--- config.mk ---
export PLATFORM = sky130hd
export DESIGN_NAME = watch_top
export DESIGN_NICKNAME = d
export VERILOG_FILES = /design/src/hdl/watch_pkg.sv /design/src/hdl/cal_if.sv /design/src/hdl/watch_top.sv /design/src/hdl/watch_regs.sv /design/src/hdl/alarm_match.sv /design/src/hdl/watch_date.sv /design/src/hdl/sec_prescaler.sv
export SDC_FILE = /design/constraint.sdc
export NUM_CORES = 1
export LEC_CHECK = 0
export BUFFER_PORTS_ARGS = -buffer_cell sky130_fd_sc_hd__buf_2
export CORE_UTILIZATION = 35
export CTS_CLUSTER_SIZE = 28
export DETAILED_ROUTE_END_ITERATION = 12
export PLACE_DENSITY = 0.48
export SLEW_MARGIN = 20
export SYNTH_ARGS = -nofsm -noshare
export SYNTH_HDL_FRONTEND = slang
export SYNTH_SLANG_ARGS = --single-unit
--- constraint.sdc ---
create_clock -name clk -period 3.12 [get_ports clk]
set_clock_uncertainty 0.05 [all_clocks]
set_input_delay 0.624 -clock clk [delete_from_list [all_inputs] [get_ports clk]]
set_output_delay 0.624 -clock clk [all_outputs]
set_load 0.02 [all_outputs]
--- src/hdl/watch_pkg.sv ---
`default_nettype none

package watch_pkg;

	////////////////////
	// Timing

	localparam int unsigned ticks_per_sec = 8;                 // Kept small for simulation
	localparam int unsigned presc_w = $clog2(ticks_per_sec);

	////////////////////
	// Calendar

	localparam logic [7:0] reset_year = 8'd21;
	localparam logic [7:0] reset_month = 8'd5;
	localparam logic [7:0] reset_day = 8'd30;
	localparam logic [7:0] max_year = 8'd255;                  // Next year after this is 1

	typedef struct packed {
		logic [7:0] year;
		logic [7:0] month;
		logic [7:0] day;
		logic [7:0] hour;
		logic [7:0] minute;
		logic [7:0] second;
	} time_fields_t;

	typedef union packed {
		time_fields_t f;
		logic [47:0] raw;
	} time_word_u;

	////////////////////
	// Register map

	localparam logic [4:0] addr_time_lo = 5'h00;               // Hour, minute, second
	localparam logic [4:0] addr_time_hi = 5'h04;               // Year, month, day
	localparam logic [4:0] addr_ctrl = 5'h08;
	localparam logic [4:0] addr_alarm = 5'h0C;                 // Hour, minute
	localparam logic [4:0] addr_status = 5'h10;

	localparam int unsigned ctrl_load_bit = 0;
	localparam int unsigned ctrl_alarm_en_bit = 1;

endpackage

`default_nettype wire
--- src/hdl/cal_if.sv ---
`default_nettype none

interface cal_if import watch_pkg::*; ();

	logic load;                 // One cycle request to take load_time
	time_word_u load_time;
	time_word_u now;            // Running calendar time
	logic tick;                 // One cycle per second

	modport ctrl (
		output load,
		output load_time,
		input now
	);

	modport counter (
		input load,
		input load_time,
		input tick,
		output now
	);

	modport prescale (
		input load,
		output tick
	);

	modport monitor (
		input now,
		input tick
	);

endinterface

`default_nettype wire

--- src/hdl/watch_top.sv ---
`default_nettype none

module watch_top (
	input logic clk,
	input logic rst,
	input logic psel,
	input logic penable,
	input logic pwrite,
	input logic [4:0] paddr,
	input logic [31:0] pwdata,
	output logic [31:0] prdata,
	output logic pready,
	output logic pslverr,
	output logic irq
);

	logic [7:0] alarm_hour;
	logic [7:0] alarm_minute;
	logic alarm_en;
	logic pending;
	logic clear;

	cal_if u_cal ();

	watch_regs u_regs (
		.clk(clk),
		.rst(rst),
		.psel(psel),
		.penable(penable),
		.pwrite(pwrite),
		.paddr(paddr),
		.pwdata(pwdata),
		.prdata(prdata),
		.pready(pready),
		.pslverr(pslverr),
		.cal(u_cal.ctrl),
		.alarm_hour(alarm_hour),
		.alarm_minute(alarm_minute),
		.alarm_en(alarm_en),
		.pending(pending),
		.clear(clear)
	);

	sec_prescaler u_presc (
		.clk(clk),
		.rst(rst),
		.cal(u_cal.prescale)
	);

	watch_date u_date (
		.clk(clk),
		.rst(rst),
		.cal(u_cal.counter)
	);

	alarm_match u_alarm (
		.clk(clk),
		.rst(rst),
		.cal(u_cal.monitor),
		.alarm_hour(alarm_hour),
		.alarm_minute(alarm_minute),
		.alarm_en(alarm_en),
		.clear(clear),
		.pending(pending)
	);

	assign irq = pending;                                 // Level interrupt while the alarm is pending

endmodule

`default_nettype wire

--- src/hdl/watch_regs.sv ---
`default_nettype none

module watch_regs import watch_pkg::*; (
	input logic clk,
	input logic rst,
	input logic psel,
	input logic penable,
	input logic pwrite,
	input logic [4:0] paddr,
	input logic [31:0] pwdata,
	output logic [31:0] prdata,
	output logic pready,
	output logic pslverr,
	cal_if.ctrl cal,
	output logic [7:0] alarm_hour,
	output logic [7:0] alarm_minute,
	output logic alarm_en,
	input logic pending,
	output logic clear
);

	time_word_u stage;
	logic [23:0] snap_hi;
	logic access;
	logic wr;
	logic rd;
	logic addr_ok;
	logic load_wr;

	assign access = psel && penable;
	assign wr = access && pwrite;
	assign rd = access && !pwrite;
	assign pready = 1'b1;                                 // No wait states

	////////////////////
	// Address decode

	always_comb begin
		case (paddr)
			addr_time_lo, addr_time_hi, addr_ctrl, addr_alarm, addr_status: addr_ok = 1'b1;
			default: addr_ok = 1'b0;
		endcase
	end

	assign pslverr = access && !addr_ok;

	always_comb begin
		case (paddr)
			addr_time_lo: prdata = {8'h00, cal.now.raw[23:0]};
			addr_time_hi: prdata = {8'h00, snap_hi};       // Date latched by the last time_lo read
			addr_ctrl: prdata = {30'd0, alarm_en, 1'b0};  // Load bit reads as zero
			addr_alarm: prdata = {16'h0000, alarm_hour, alarm_minute};
			addr_status: prdata = {31'd0, pending};
			default: prdata = 32'd0;
		endcase
	end

	////////////////////
	// Writes

	assign load_wr = wr && (paddr == addr_ctrl) && pwdata[ctrl_load_bit];
	assign clear = wr && (paddr == addr_status) && pwdata[0];

	always_ff @(posedge clk or negedge rst) begin
		if (!rst) begin
			stage.raw <= 48'd0;
			snap_hi <= 24'd0;
			alarm_hour <= 8'd0;
			alarm_minute <= 8'd0;
			alarm_en <= 1'b0;
			cal.load <= 1'b0;
		end else begin
			cal.load <= load_wr;                        // Single cycle pulse
			if (rd && (paddr == addr_time_lo)) begin
				snap_hi <= cal.now.raw[47:24];
			end
			if (wr) begin
				case (paddr)
					addr_time_lo: stage.raw[23:0] <= pwdata[23:0];
					addr_time_hi: stage.raw[47:24] <= pwdata[23:0];
					addr_ctrl: alarm_en <= pwdata[ctrl_alarm_en_bit];
					addr_alarm: begin
						alarm_minute <= pwdata[7:0];
						alarm_hour <= pwdata[15:8];
					end
					default: ;
				endcase
			end
		end
	end

	// Staged time travels with the load pulse
	always_ff @(posedge clk) begin
		if (load_wr) begin
			cal.load_time.raw <= stage.raw;
		end
	end

endmodule

`default_nettype wire

--- src/hdl/alarm_match.sv ---
`default_nettype none

module alarm_match (
	input logic clk,
	input logic rst,
	cal_if.monitor cal,
	input logic [7:0] alarm_hour,
	input logic [7:0] alarm_minute,
	input logic alarm_en,
	input logic clear,
	output logic pending
);

	logic [7:0] prev_hour;
	logic [7:0] prev_minute;
	logic one_before;
	logic hit;

	////////////////////
	// One second before the alarm

	// The time at hh:mm:00 minus one second, borrowing into the hour
	always_comb begin
		if (alarm_minute == 8'd0) begin
			prev_minute = 8'd59;
			if (alarm_hour == 8'd0) begin
				prev_hour = 8'd23;                     // Alarm at midnight, so the day before
			end else begin
				prev_hour = alarm_hour - 8'd1;
			end
		end else begin
			prev_minute = alarm_minute - 8'd1;
			prev_hour = alarm_hour;
		end
	end

	assign one_before = (cal.now.f.second == 8'd59) &&
		(cal.now.f.minute == prev_minute) &&
		(cal.now.f.hour == prev_hour);

	assign hit = cal.tick && alarm_en && one_before;

	always_ff @(posedge clk or negedge rst) begin
		if (!rst) begin
			pending <= 1'b0;
		end else if (hit) begin
			pending <= 1'b1;                           // A new hit wins over a clear
		end else if (clear) begin
			pending <= 1'b0;
		end
	end

endmodule

`default_nettype wire

--- src/hdl/watch_date.sv ---
`default_nettype none

module watch_date import watch_pkg::*; (
	input logic clk,
	input logic rst,
	cal_if.counter cal
);

	time_word_u cur;
	logic [7:0] max_day;
	logic sec_end;
	logic min_end;
	logic hour_end;
	logic day_end;
	logic year_end;
	logic cal_wrap;

	assign cal.now = cur;

	////////////////////
	// Month length

	// February is fixed at 28 days
	always_comb begin
		case (cur.f.month)
			8'd1, 8'd3, 8'd5, 8'd7, 8'd8, 8'd10, 8'd12: max_day = 8'd31;
			8'd2: max_day = 8'd28;
			8'd4, 8'd6, 8'd9, 8'd11: max_day = 8'd30;
			default: max_day = 8'd0;
		endcase
	end

	////////////////////
	// Rollover chain

	assign sec_end = (cur.f.second == 8'd59);
	assign min_end = sec_end && (cur.f.minute == 8'd59);
	assign hour_end = min_end && (cur.f.hour == 8'd23);
	assign day_end = hour_end && (cur.f.day == max_day);
	assign year_end = day_end && (cur.f.month == 8'd12);
	assign cal_wrap = year_end && (cur.f.year == max_year);

	always_ff @(posedge clk or negedge rst) begin
		if (!rst) begin
			cur.f.year <= reset_year;
			cur.f.month <= reset_month;
			cur.f.day <= reset_day;
			cur.f.hour <= 8'd0;
			cur.f.minute <= 8'd0;
			cur.f.second <= 8'd0;
		end else if (cal.load) begin
			cur.f <= cal.load_time.f;                // Load beats a tick in the same cycle
		end else if (cal.tick) begin
			if (cal_wrap) begin
				cur.f.year <= 8'd1;
				cur.f.month <= 8'd1;
				cur.f.day <= 8'd1;
				cur.f.hour <= 8'd0;
				cur.f.minute <= 8'd0;
				cur.f.second <= 8'd0;
			end else if (year_end) begin
				cur.f.year <= cur.f.year + 8'd1;
				cur.f.month <= 8'd1;
				cur.f.day <= 8'd1;
				cur.f.hour <= 8'd0;
				cur.f.minute <= 8'd0;
				cur.f.second <= 8'd0;
			end else if (day_end) begin
				cur.f.month <= cur.f.month + 8'd1;
				cur.f.day <= 8'd1;
				cur.f.hour <= 8'd0;
				cur.f.minute <= 8'd0;
				cur.f.second <= 8'd0;
			end else if (hour_end) begin
				cur.f.day <= cur.f.day + 8'd1;
				cur.f.hour <= 8'd0;
				cur.f.minute <= 8'd0;
				cur.f.second <= 8'd0;
			end else if (min_end) begin
				cur.f.hour <= cur.f.hour + 8'd1;
				cur.f.minute <= 8'd0;
				cur.f.second <= 8'd0;
			end else if (sec_end) begin
				cur.f.minute <= cur.f.minute + 8'd1;
				cur.f.second <= 8'd0;
			end else begin
				cur.f.second <= cur.f.second + 8'd1;
			end
		end
	end

endmodule

`default_nettype wire

--- src/hdl/sec_prescaler.sv ---
`default_nettype none

module sec_prescaler import watch_pkg::*; (
	input logic clk,
	input logic rst,
	cal_if.prescale cal
);

	localparam logic [presc_w-1:0] last_count = presc_w'(ticks_per_sec - 1);

	logic [presc_w-1:0] count;

	// A load restarts the second so the new time gets a full first second
	always_ff @(posedge clk or negedge rst) begin
		if (!rst) begin
			count <= '0;
		end else if (cal.load) begin
			count <= '0;
		end else if (count == last_count) begin
			count <= '0;
		end else begin
			count <= count + 1'b1;
		end
	end

	assign cal.tick = (count == last_count);          // High for the terminal count only

endmodule

`default_nettype wire

# Word-level counts from Yosys, hierarchy flattened
# Memory sizes are Yosys's and may differ from the RTL's.
# Cells that the tools add are included.
# op_classes
mux,23
addsub,9
n_reduce_logical,41
eq_ne,13
# op_table
cell,count
48-bit 2-to-1 mux,3
24-bit case mux with 5 select lines,1
8-bit 2-to-1 mux,10
8-bit by 1-bit adder with 8-bit output (second input constant),6
40-bit 2-to-1 mux,1
32-bit 2-to-1 mux,1
8-bit == test,3
24-bit 2-to-1 mux,1
1-bit logical AND,18
2-bit AND reduction,9
8-bit by 6-bit == test with 1-bit output (second input constant),2
8-bit logical NOT,2
16-bit 2-to-1 mux,1
8-bit by 1-bit subtractor with 8-bit output (second input constant),2
5-bit by 4-bit == test with 1-bit output (second input constant),2
8-bit by 4-bit == test with 1-bit output (second input constant),1
8-bit by 5-bit == test with 1-bit output (second input constant),1
8-bit == test (second input constant),1
7-bit nonzero test,1
3-bit 2-to-1 mux,2
6-bit nonzero test,1
5-bit by 3-bit == test with 1-bit output (second input constant),1
5-bit == test (second input constant),1
5-bit logical NOT,1
10 further kinds,14
# word_totals
elab_cells,103
mem_count,1
reg_bits,190
mem_bits_ro,80
# mem_list
memory,depth,width,rd,rd_ports_with_merged_regs,wr,line_no,rtl
(no name shown),16,5,1,0,0,watch_date.sv:25,case (cur.f.month)

# Logic depth before layout (Yosys ltp)
# Gate-level depths: netlist of the first run.
# depth
ltp_word,9
mapped_depth,9

# By module
# A second synthesis of the first run with hierarchy kept.
# unflattened
cells_unflattened,902
area_unflattened_um2,9977.1
# by_module_without_submodules
mod,cells_each,n_inst,seq_area_each_um2,area_per_inst_um2
watch_regs,349,1,3693.5,5526.6
watch_date,415,1,1212.4,3369.5
alarm_match,130,1,25.0,958.4
sec_prescaler,8,1,75.1,122.6

# Worst setup path after synthesis of the first run
# OpenSTA, ideal clock, no wires.
# synth_timing
kind,input-to-reg
start,input port paddr[4]
end,register u_regs.cal.load_time[0] (enable)
n_path_buf,1
path_slack_ns,0.175
arrival_ns,2.483
path_stages,4
cell_sequence,clkbuf_1 nor3_1 and3b_1 and3_1
# synth_between
elab_chain_len,3
# synth_lines
element,line_no,rtl
start: declaration,watch_top.sv:9,"input logic [4:0] paddr,"
5-bit by 4-bit == test with 1-bit output,watch_regs.sv:61,assign load_wr = wr && (paddr == addr_ctrl) && pwdata[ctrl_load_bit];
1-bit logical AND (2 in series),watch_regs.sv:61,
named net u_regs.load_wr,watch_regs.sv:28,logic load_wr;
end: declaration,cal_if.sv:12,"output load_time,"
# The timed path passes the listed nets, and every way through them passes these cells.
# A chain may end at the register's enable or synchronous reset.

# Final worst setup path of the first run
# layout_timing
start,register u_regs.alarm_minute[1]
end,register u_alarm.pending
# layout_between
elab_chain_len,7
word_cells_on_any_way,11
# layout_lines
element,line_no,rtl
start: declaration,watch_regs.sv:16,"output logic [7:0] alarm_minute,"
start signal: assignment,watch_regs.sv:83,alarm_minute <= pwdata[7:0];
8-bit by 1-bit subtractor with 8-bit output or 8-bit logical NOT (tied branches),"alarm_match.sv:32, alarm_match.sv:24",
8-bit 2-to-1 mux,alarm_match.sv:24,if (alarm_minute == 8'd0) begin
8-bit == test,alarm_match.sv:38,(cal.now.f.minute == prev_minute) &&
1-bit logical AND,alarm_match.sv:37,assign one_before = (cal.now.f.second == 8'd59) &&
1-bit logical AND (*),alarm_match.sv:38,
1-bit logical AND (*),alarm_match.sv:41,assign hit = cal.tick && alarm_en && one_before;
1-bit 2-to-1 mux or 2-bit nonzero test (tied branches),-,
end signal: assignment,alarm_match.sv:45,pending <= 1'b0;
end signal: assignment,alarm_match.sv:47,pending <= 1'b1;
end signal: assignment,alarm_match.sv:49,pending <= 1'b0;
end: declaration,alarm_match.sv:11,output logic pending
# Every way passes the cells marked *; elsewhere a longest branch is shown, timed or not.

==> impl_metrics.tcl, run 1 <==
set metrics [dict create \
    status "complete, no violations" \
    cts.sinks 190 \
    synth_seq_cells 190 \
    async_reset_ff_share_pct 74.74 \
    syn_to_final_growth_pct 16.74 \
    n_antenna_cell 0 \
    clk_pin_slew_ns 0.08 \
    htreeDepth 4 \
    crit_chain "inv_1 -> ha_1 -> nor3b_1 -> nand2_1 -> or4_1 -> a2111oi_0 -> nand4_1 -> o21ai_0" \
    cts_hold_buf 0 \
    synth_warnings 0 \
    drive_above_1_share_pct 26.47 \
    final_common_cell "dfrtp_1" \
    setup_tns_ns 0 \
    place_congestion 0.8454 \
    ir_drop_mv 0.3232 \
    grt_pass1_wl_microns 42410 \
    syn_inst 856 \
    hp-class "in -> async" \
    std_cell_rows 59 \
    power.density_nw_per_um2 515.1 \
    finalPower_mw 5.714 \
    utilization_pct 42.09 \
    cp_data_arrival_time_ns 3.16 \
    syn_avg_cell_area_sq_um 11.10 \
    antenna_found_initial 0 \
    period_minus_slack_ns 2.861 \
    nNetsFinal 994 \
    synth_area_sq_um 9502 \
    grt_max_degree 58 \
    ant_nets 0 \
    critical_path.max_fanout 7 \
    maxCapViolations 0 \
    grt_pass1_vias 6978 \
    start_kind "register" \
    setup_ws_ns 0.2587 \
    regArea_sq_um 5007 \
    io_buffers 59 \
    drc 0 \
    dp.final_hpwl_microns 19630 \
    critPathTopFamily "simple AND/OR/NAND/NOR gates" \
    p_leak_nw 4.707 \
    place_area_sq_um 10480 \
    clock_latency_ns 0.44 \
    cts_setup_buffers 0 \
    multiInputGateArea_sq_um 4213 \
    period_share_pct 91.71 \
    ys.flop_type "dfrtp_1" \
    setup_viol 0 \
    maxSlewViolCount 0 \
    grt_util_all_layers_pct 20.16 \
    overflow 0 \
    finalHoldViolations 0 \
    cpPeakStageDelay_ns 0.53 \
    maxSlewHeadroom_pct 59.45 \
    worst_ep_required_time_ns 3.42 \
    place_inst 1255 \
    whs_ns 0.09634 \
    cts_buffer_depth 2 \
    seq_area_frac_synth_pct 52.69 \
    cts-resized-gates 0 \
    cts_root_buf "clkbuf_16" \
    start_util_pct 36.05 \
    synth_edf_count 48 \
    cts_tree "done" \
    max_freq_ghz 0.3495 \
    tightestPinTransition_ns 0.6036 \
    viasPerCell 5.524 \
    path_buf_inv 1 \
    wirelength_microns 26880 \
    post-route-cell-area_sq_um 11090 \
    ys_types 72 \
    dp_slack_ns 0.3004 \
    end_kind "register" \
    drtIter0Drc 414 \
    vias 7110 \
    die_area_sq_um 27810 \
    post_drt_wl_per_cell_microns 20.88 \
    die_w_microns 166.8 \
    n_fill_cell 2530 \
    final_cell_mix "132 x dfrtp_1, 84 x nand2_1, 82 x mux2_2" \
    drt_pass1_iterations 5 \
    cp_slowest_cell "or4_1" \
    core_sq_um 26350 \
    criticalPathCategory "reg -> reg" \
    io_pins 77 \
    instances_no_fill 1287 \
    rsz0062_at_grt "false" \
    die_y_microns 166.8 \
    numCtsBuffers 17 \
]
worst paths after layout:
path,start,endpoint,cells after the start,slack (ns)
hold / removal,rst,u_regs.stage[5]$_DFFE_PN0P_,1,0.1
hold reg to reg,u_presc.count[0]$_DFF_PN0_,u_presc.count[0]$_DFF_PN0_,1,0.38
setup reg to reg,u_regs.alarm_minute[1]$_DFFE_PN0P_,u_alarm.pending$_DFFE_PN0P_,8,0.26
setup / recovery,u_regs.alarm_minute[1]$_DFFE_PN0P_,u_alarm.pending$_DFFE_PN0P_,8,0.26
max in group asynchronous,rst,u_date.cal.now[25]$_DFFE_PN1P_,2,2.17
min in group clk,pwdata[17],u_regs.stage[17]$_DFFE_PN0P_,2,0.38
where the power goes:
part	internal, mW	switching [mW]	total [mW]
Combinational	0.254	0.338	0.591
Sequential	2.70	0.156	2.86
Clock	1.16	1.10	2.26
Total	4.12	1.60	5.71
flip-flops by register name, summed over array words and instances, names as in the netlist:
| name | cells |
|---|---|
| u_regs.cal.load | 1 |
| u_regs.alarm_minute | 8 |
| u_regs.cal.load_time | 48 |
| u_regs.stage | 48 |
| u_regs.snap_hi | 24 |
| u_date.cal.now | 48 |
| u_alarm.pending | 1 |
| u_regs.alarm_hour | 8 |
| u_regs.alarm_en | 1 |
| u_presc.count | 3 |
Yosys cell counts, drive strengths merged (9+ instances only):
cell type | n | area share (%)
buf | 17 | 1.1
nor3b | 11 | 0.87
inv | 24 | 0.95
nand3 | 24 | 1.3
clkbuf | 36 | 1.4
or4 | 10 | 0.79
nand4 | 14 | 0.92
o21ai | 65 | 3.4
nor3 | 22 | 1.2
a21oi | 26 | 1.4
or3 | 9 | 0.59
and3 | 21 | 1.4
mux2 | 82 | 9.7
dfstp | 9 | 2.5
xnor2 | 13 | 1.2
edfxtp | 48 | 15
ha | 13 | 1.7
nand2 | 84 | 3.3
a22o | 9 | 0.83
mux2i | 25 | 2.6
nor2 | 34 | 1.3
dfrtp | 133 | 35
kinds of logic after synthesis:
logic type | synth area share, %
compound gates | 13.25
xor+xnor | 1.567
fa+ha+maj | 1.712
buf+inv | 3.516
flops | 52.69
mux | 12.35
other cells | 0.07904
simple gates | 14.84
per-layer routing:
metal  GRT usage, %  wire length [microns]
met5              0                      0
met4          6.320                    501
met3          2.590                    952
met2          30.14                  11920
met1          30.16                  13500
final cells by class:
class                      count  share of cell area, %
timing repair buffer         110                  6.734
clock inverter                15                  1.715
sequential                   190                  45.14
clock buffer                  17                  3.835
tap                          335                  3.779
multi-input combinational    596                  37.98
inverter                      24                 0.8122
Note: power is estimated with default switching activity, not from simulation.
==> run 2: changes to the inputs <==
ABC_AREA = 1   (was default)
==> impl_metrics.tcl, run 2 <==
set metrics [dict create \
    syn_to_final_growth_pct 12.98 \
    r2r-start "u_regs.alarm_minute[0]$_DFFE_PN0P_" \
    die_area_sq_um 27870 \
    whs_ns 0.05879 \
    antenna_found_initial 0 \
    io_pins 77 \
    overflow 0 \
    start_kind "primary input" \
    ys.flop_type "dfrtp_1" \
    die_y_microns 166.9 \
    n_antenna_cell 0 \
    seq_area_frac_synth_pct 52.58 \
    synth_commonest_cells "288 x nand2_1, 133 x dfrtp_1, 131 x o21ai_0" \
    synth_top_area_share_pct 34.95 \
    max_freq_ghz 0.3695 \
    criticalPathCategory "in -> out" \
    critical_path.max_fanout 21 \
    cts_tree "done" \
    syn_inst 1103 \
    maxSlewHeadroom_pct 66.45 \
    cts_root_buf "clkbuf_16" \
    post_drt_wl_per_cell_microns 17.14 \
    place_inst 1479 \
    ant_nets 0 \
    maxSlewViolCount 0 \
    drc 0 \
    cts_setup_buffers 0 \
    vias 7497 \
    instances_no_fill 1511 \
    std_cell_rows 60 \
    async_reset_ff_share_pct 74.74 \
    final_common_cell "nand2_1" \
    final_cell_mix "288 x nand2_1, 132 x dfrtp_1, 131 x o21ai_0" \
    cp_data_arrival_time_ns 2.03 \
    period_share_pct 86.75 \
    tightestPinTransition_ns 0.4995 \
    hp-class "in -> async" \
    synth_area_leaders "dfrtp_1 35%, edfxtp_1 15%, nand2_1 11%, o21ai_0 6.9%, inv_1 4.5%" \
    viasPerCell 4.962 \
    ys_types 44 \
    die_w_microns 166.9 \
    syn_avg_cell_area_sq_um 8.632 \
    io_buffers 59 \
    setup_tns_ns 0 \
    wirelength_microns 25890 \
    clk_pin_slew_ns 0.08 \
    synth_seq_cells 190 \
    grt_pass1_vias 7101 \
    worst_ep_required_time_ns 2.45 \
    synth_edf_count 48 \
    rrSetupSlack_ns 0.60 \
    rr_endpoint "u_alarm.pending$_DFFE_PN0P_" \
    grt_util_all_layers_pct 19.18 \
    finalPower_mw 5.827 \
    numCtsBuffers 17 \
    synth_largest_area_cell "dfrtp_1" \
    cts.sinks 190 \
    end_kind "output port" \
    dp.final_hpwl_microns 19060 \
    cts_hold_buf 0 \
    maxCapViolations 0 \
    place_congestion 0.9007 \
    drive_above_1_share_pct 15.21 \
    yosysMostFrequentCell "nand2_1" \
    setup_viol 0 \
    cts-resized-gates 0 \
    drt_pass1_iterations 8 \
    grt_max_degree 59 \
    clock_latency_ns 0.44 \
    cts_buffer_depth 2 \
    synth_warnings 0 \
    status "complete, no violations" \
    htreeDepth 4 \
    rsz0062_at_grt "false" \
    grt_pass1_wl_microns 40970 \
    core_sq_um 26800 \
    finalHoldViolations 0 \
    synth_area_sq_um 9522 \
    reg2reg_depth 13 \
    drtIter0Drc 501 \
    start_util_pct 35.53 \
    nNetsFinal 1212 \
    ir_drop_mv 0.3936 \
    period_minus_slack_ns 2.707 \
    power.density_nw_per_um2 541.6 \
    p_leak_nw 4.912 \
]
[run 2: critical path, cell delays in order]
cell and delay, ns:
buf_2 0.09, nor2_1 0.17, inv_1 0.11, nor3_2 0.22, nand2_1 0.08, buf_4 0.22, inv_2 0.14, nand2_1 0.07
o211ai_1 0.10, buf_2 0.20
[run 2: area by class of cell]
type / count / area [sq um]
clock buffers: 18 / 429.2
clock inverters: 14 / 167.7
fillers: 2767 / 16040
inverters: 123 / 471.7
multi-input cells: 750 / 3809
flip-flops and latches: 190 / 5007
well taps: 341 / 426.7
repair buffers: 75 / 446.7
[run 2: power breakdown]
part | leakage [nW] | switching (mW) | internal, mW
Sequential | 2.35 | 0.144 | 2.69
Combinational | 2.27 | 0.510 | 0.270
Clock | 0.290 | 1.13 | 1.09
[run 2: kinds of logic (layout without fill, tap and decap cells)]
family          count (synthesis)  in the layout  synth area share (%)
compound gates                215            215                 13.11
xor+xnor                       21             21                 1.932
fa+ha+maj                      13             13                 1.708
buf+inv                       170            230                 7.779
flops                         190            190                 52.58
mux                             3              3                0.3416
other cells                     2              9               0.07887
simple gates                  489            489                 22.47
[run 2: worst max-delay path by stage]
stage / startpoint / to / cells after the start
global route: paddr[1] / prdata[1] / 10
CTS: paddr[1] / prdata[6] / 10
floorplan: paddr[1] / u_regs.cal.load_time[0]$_DFFE_PP_ / 5
global placement: paddr[1] / prdata[23] / 8
detailed placement: paddr[1] / prdata[6] / 10
finish: paddr[1] / prdata[6] / 10
[run 2: per-layer routing]
metal  global-route usage, %  up-vias  wire (microns)
met1                   30.17     3572           13630
met5                       0        -               0
li1                        -     3746               -
met3                   2.186       13            1037
met4                   5.072        0             273
met2                   27.52      166           10950
[run 2: through the flow]
step	setup slack (ns)	instance area, sq um	utilization, %
floorplan	0.2965	9550	-
global placement	0.4224	10160	37.91
detailed placement	0.4171	10160	37.91
CTS	0.4135	10760	40.14
global route	0.2761	10760	40.14
finish	0.4133	10760	40.14
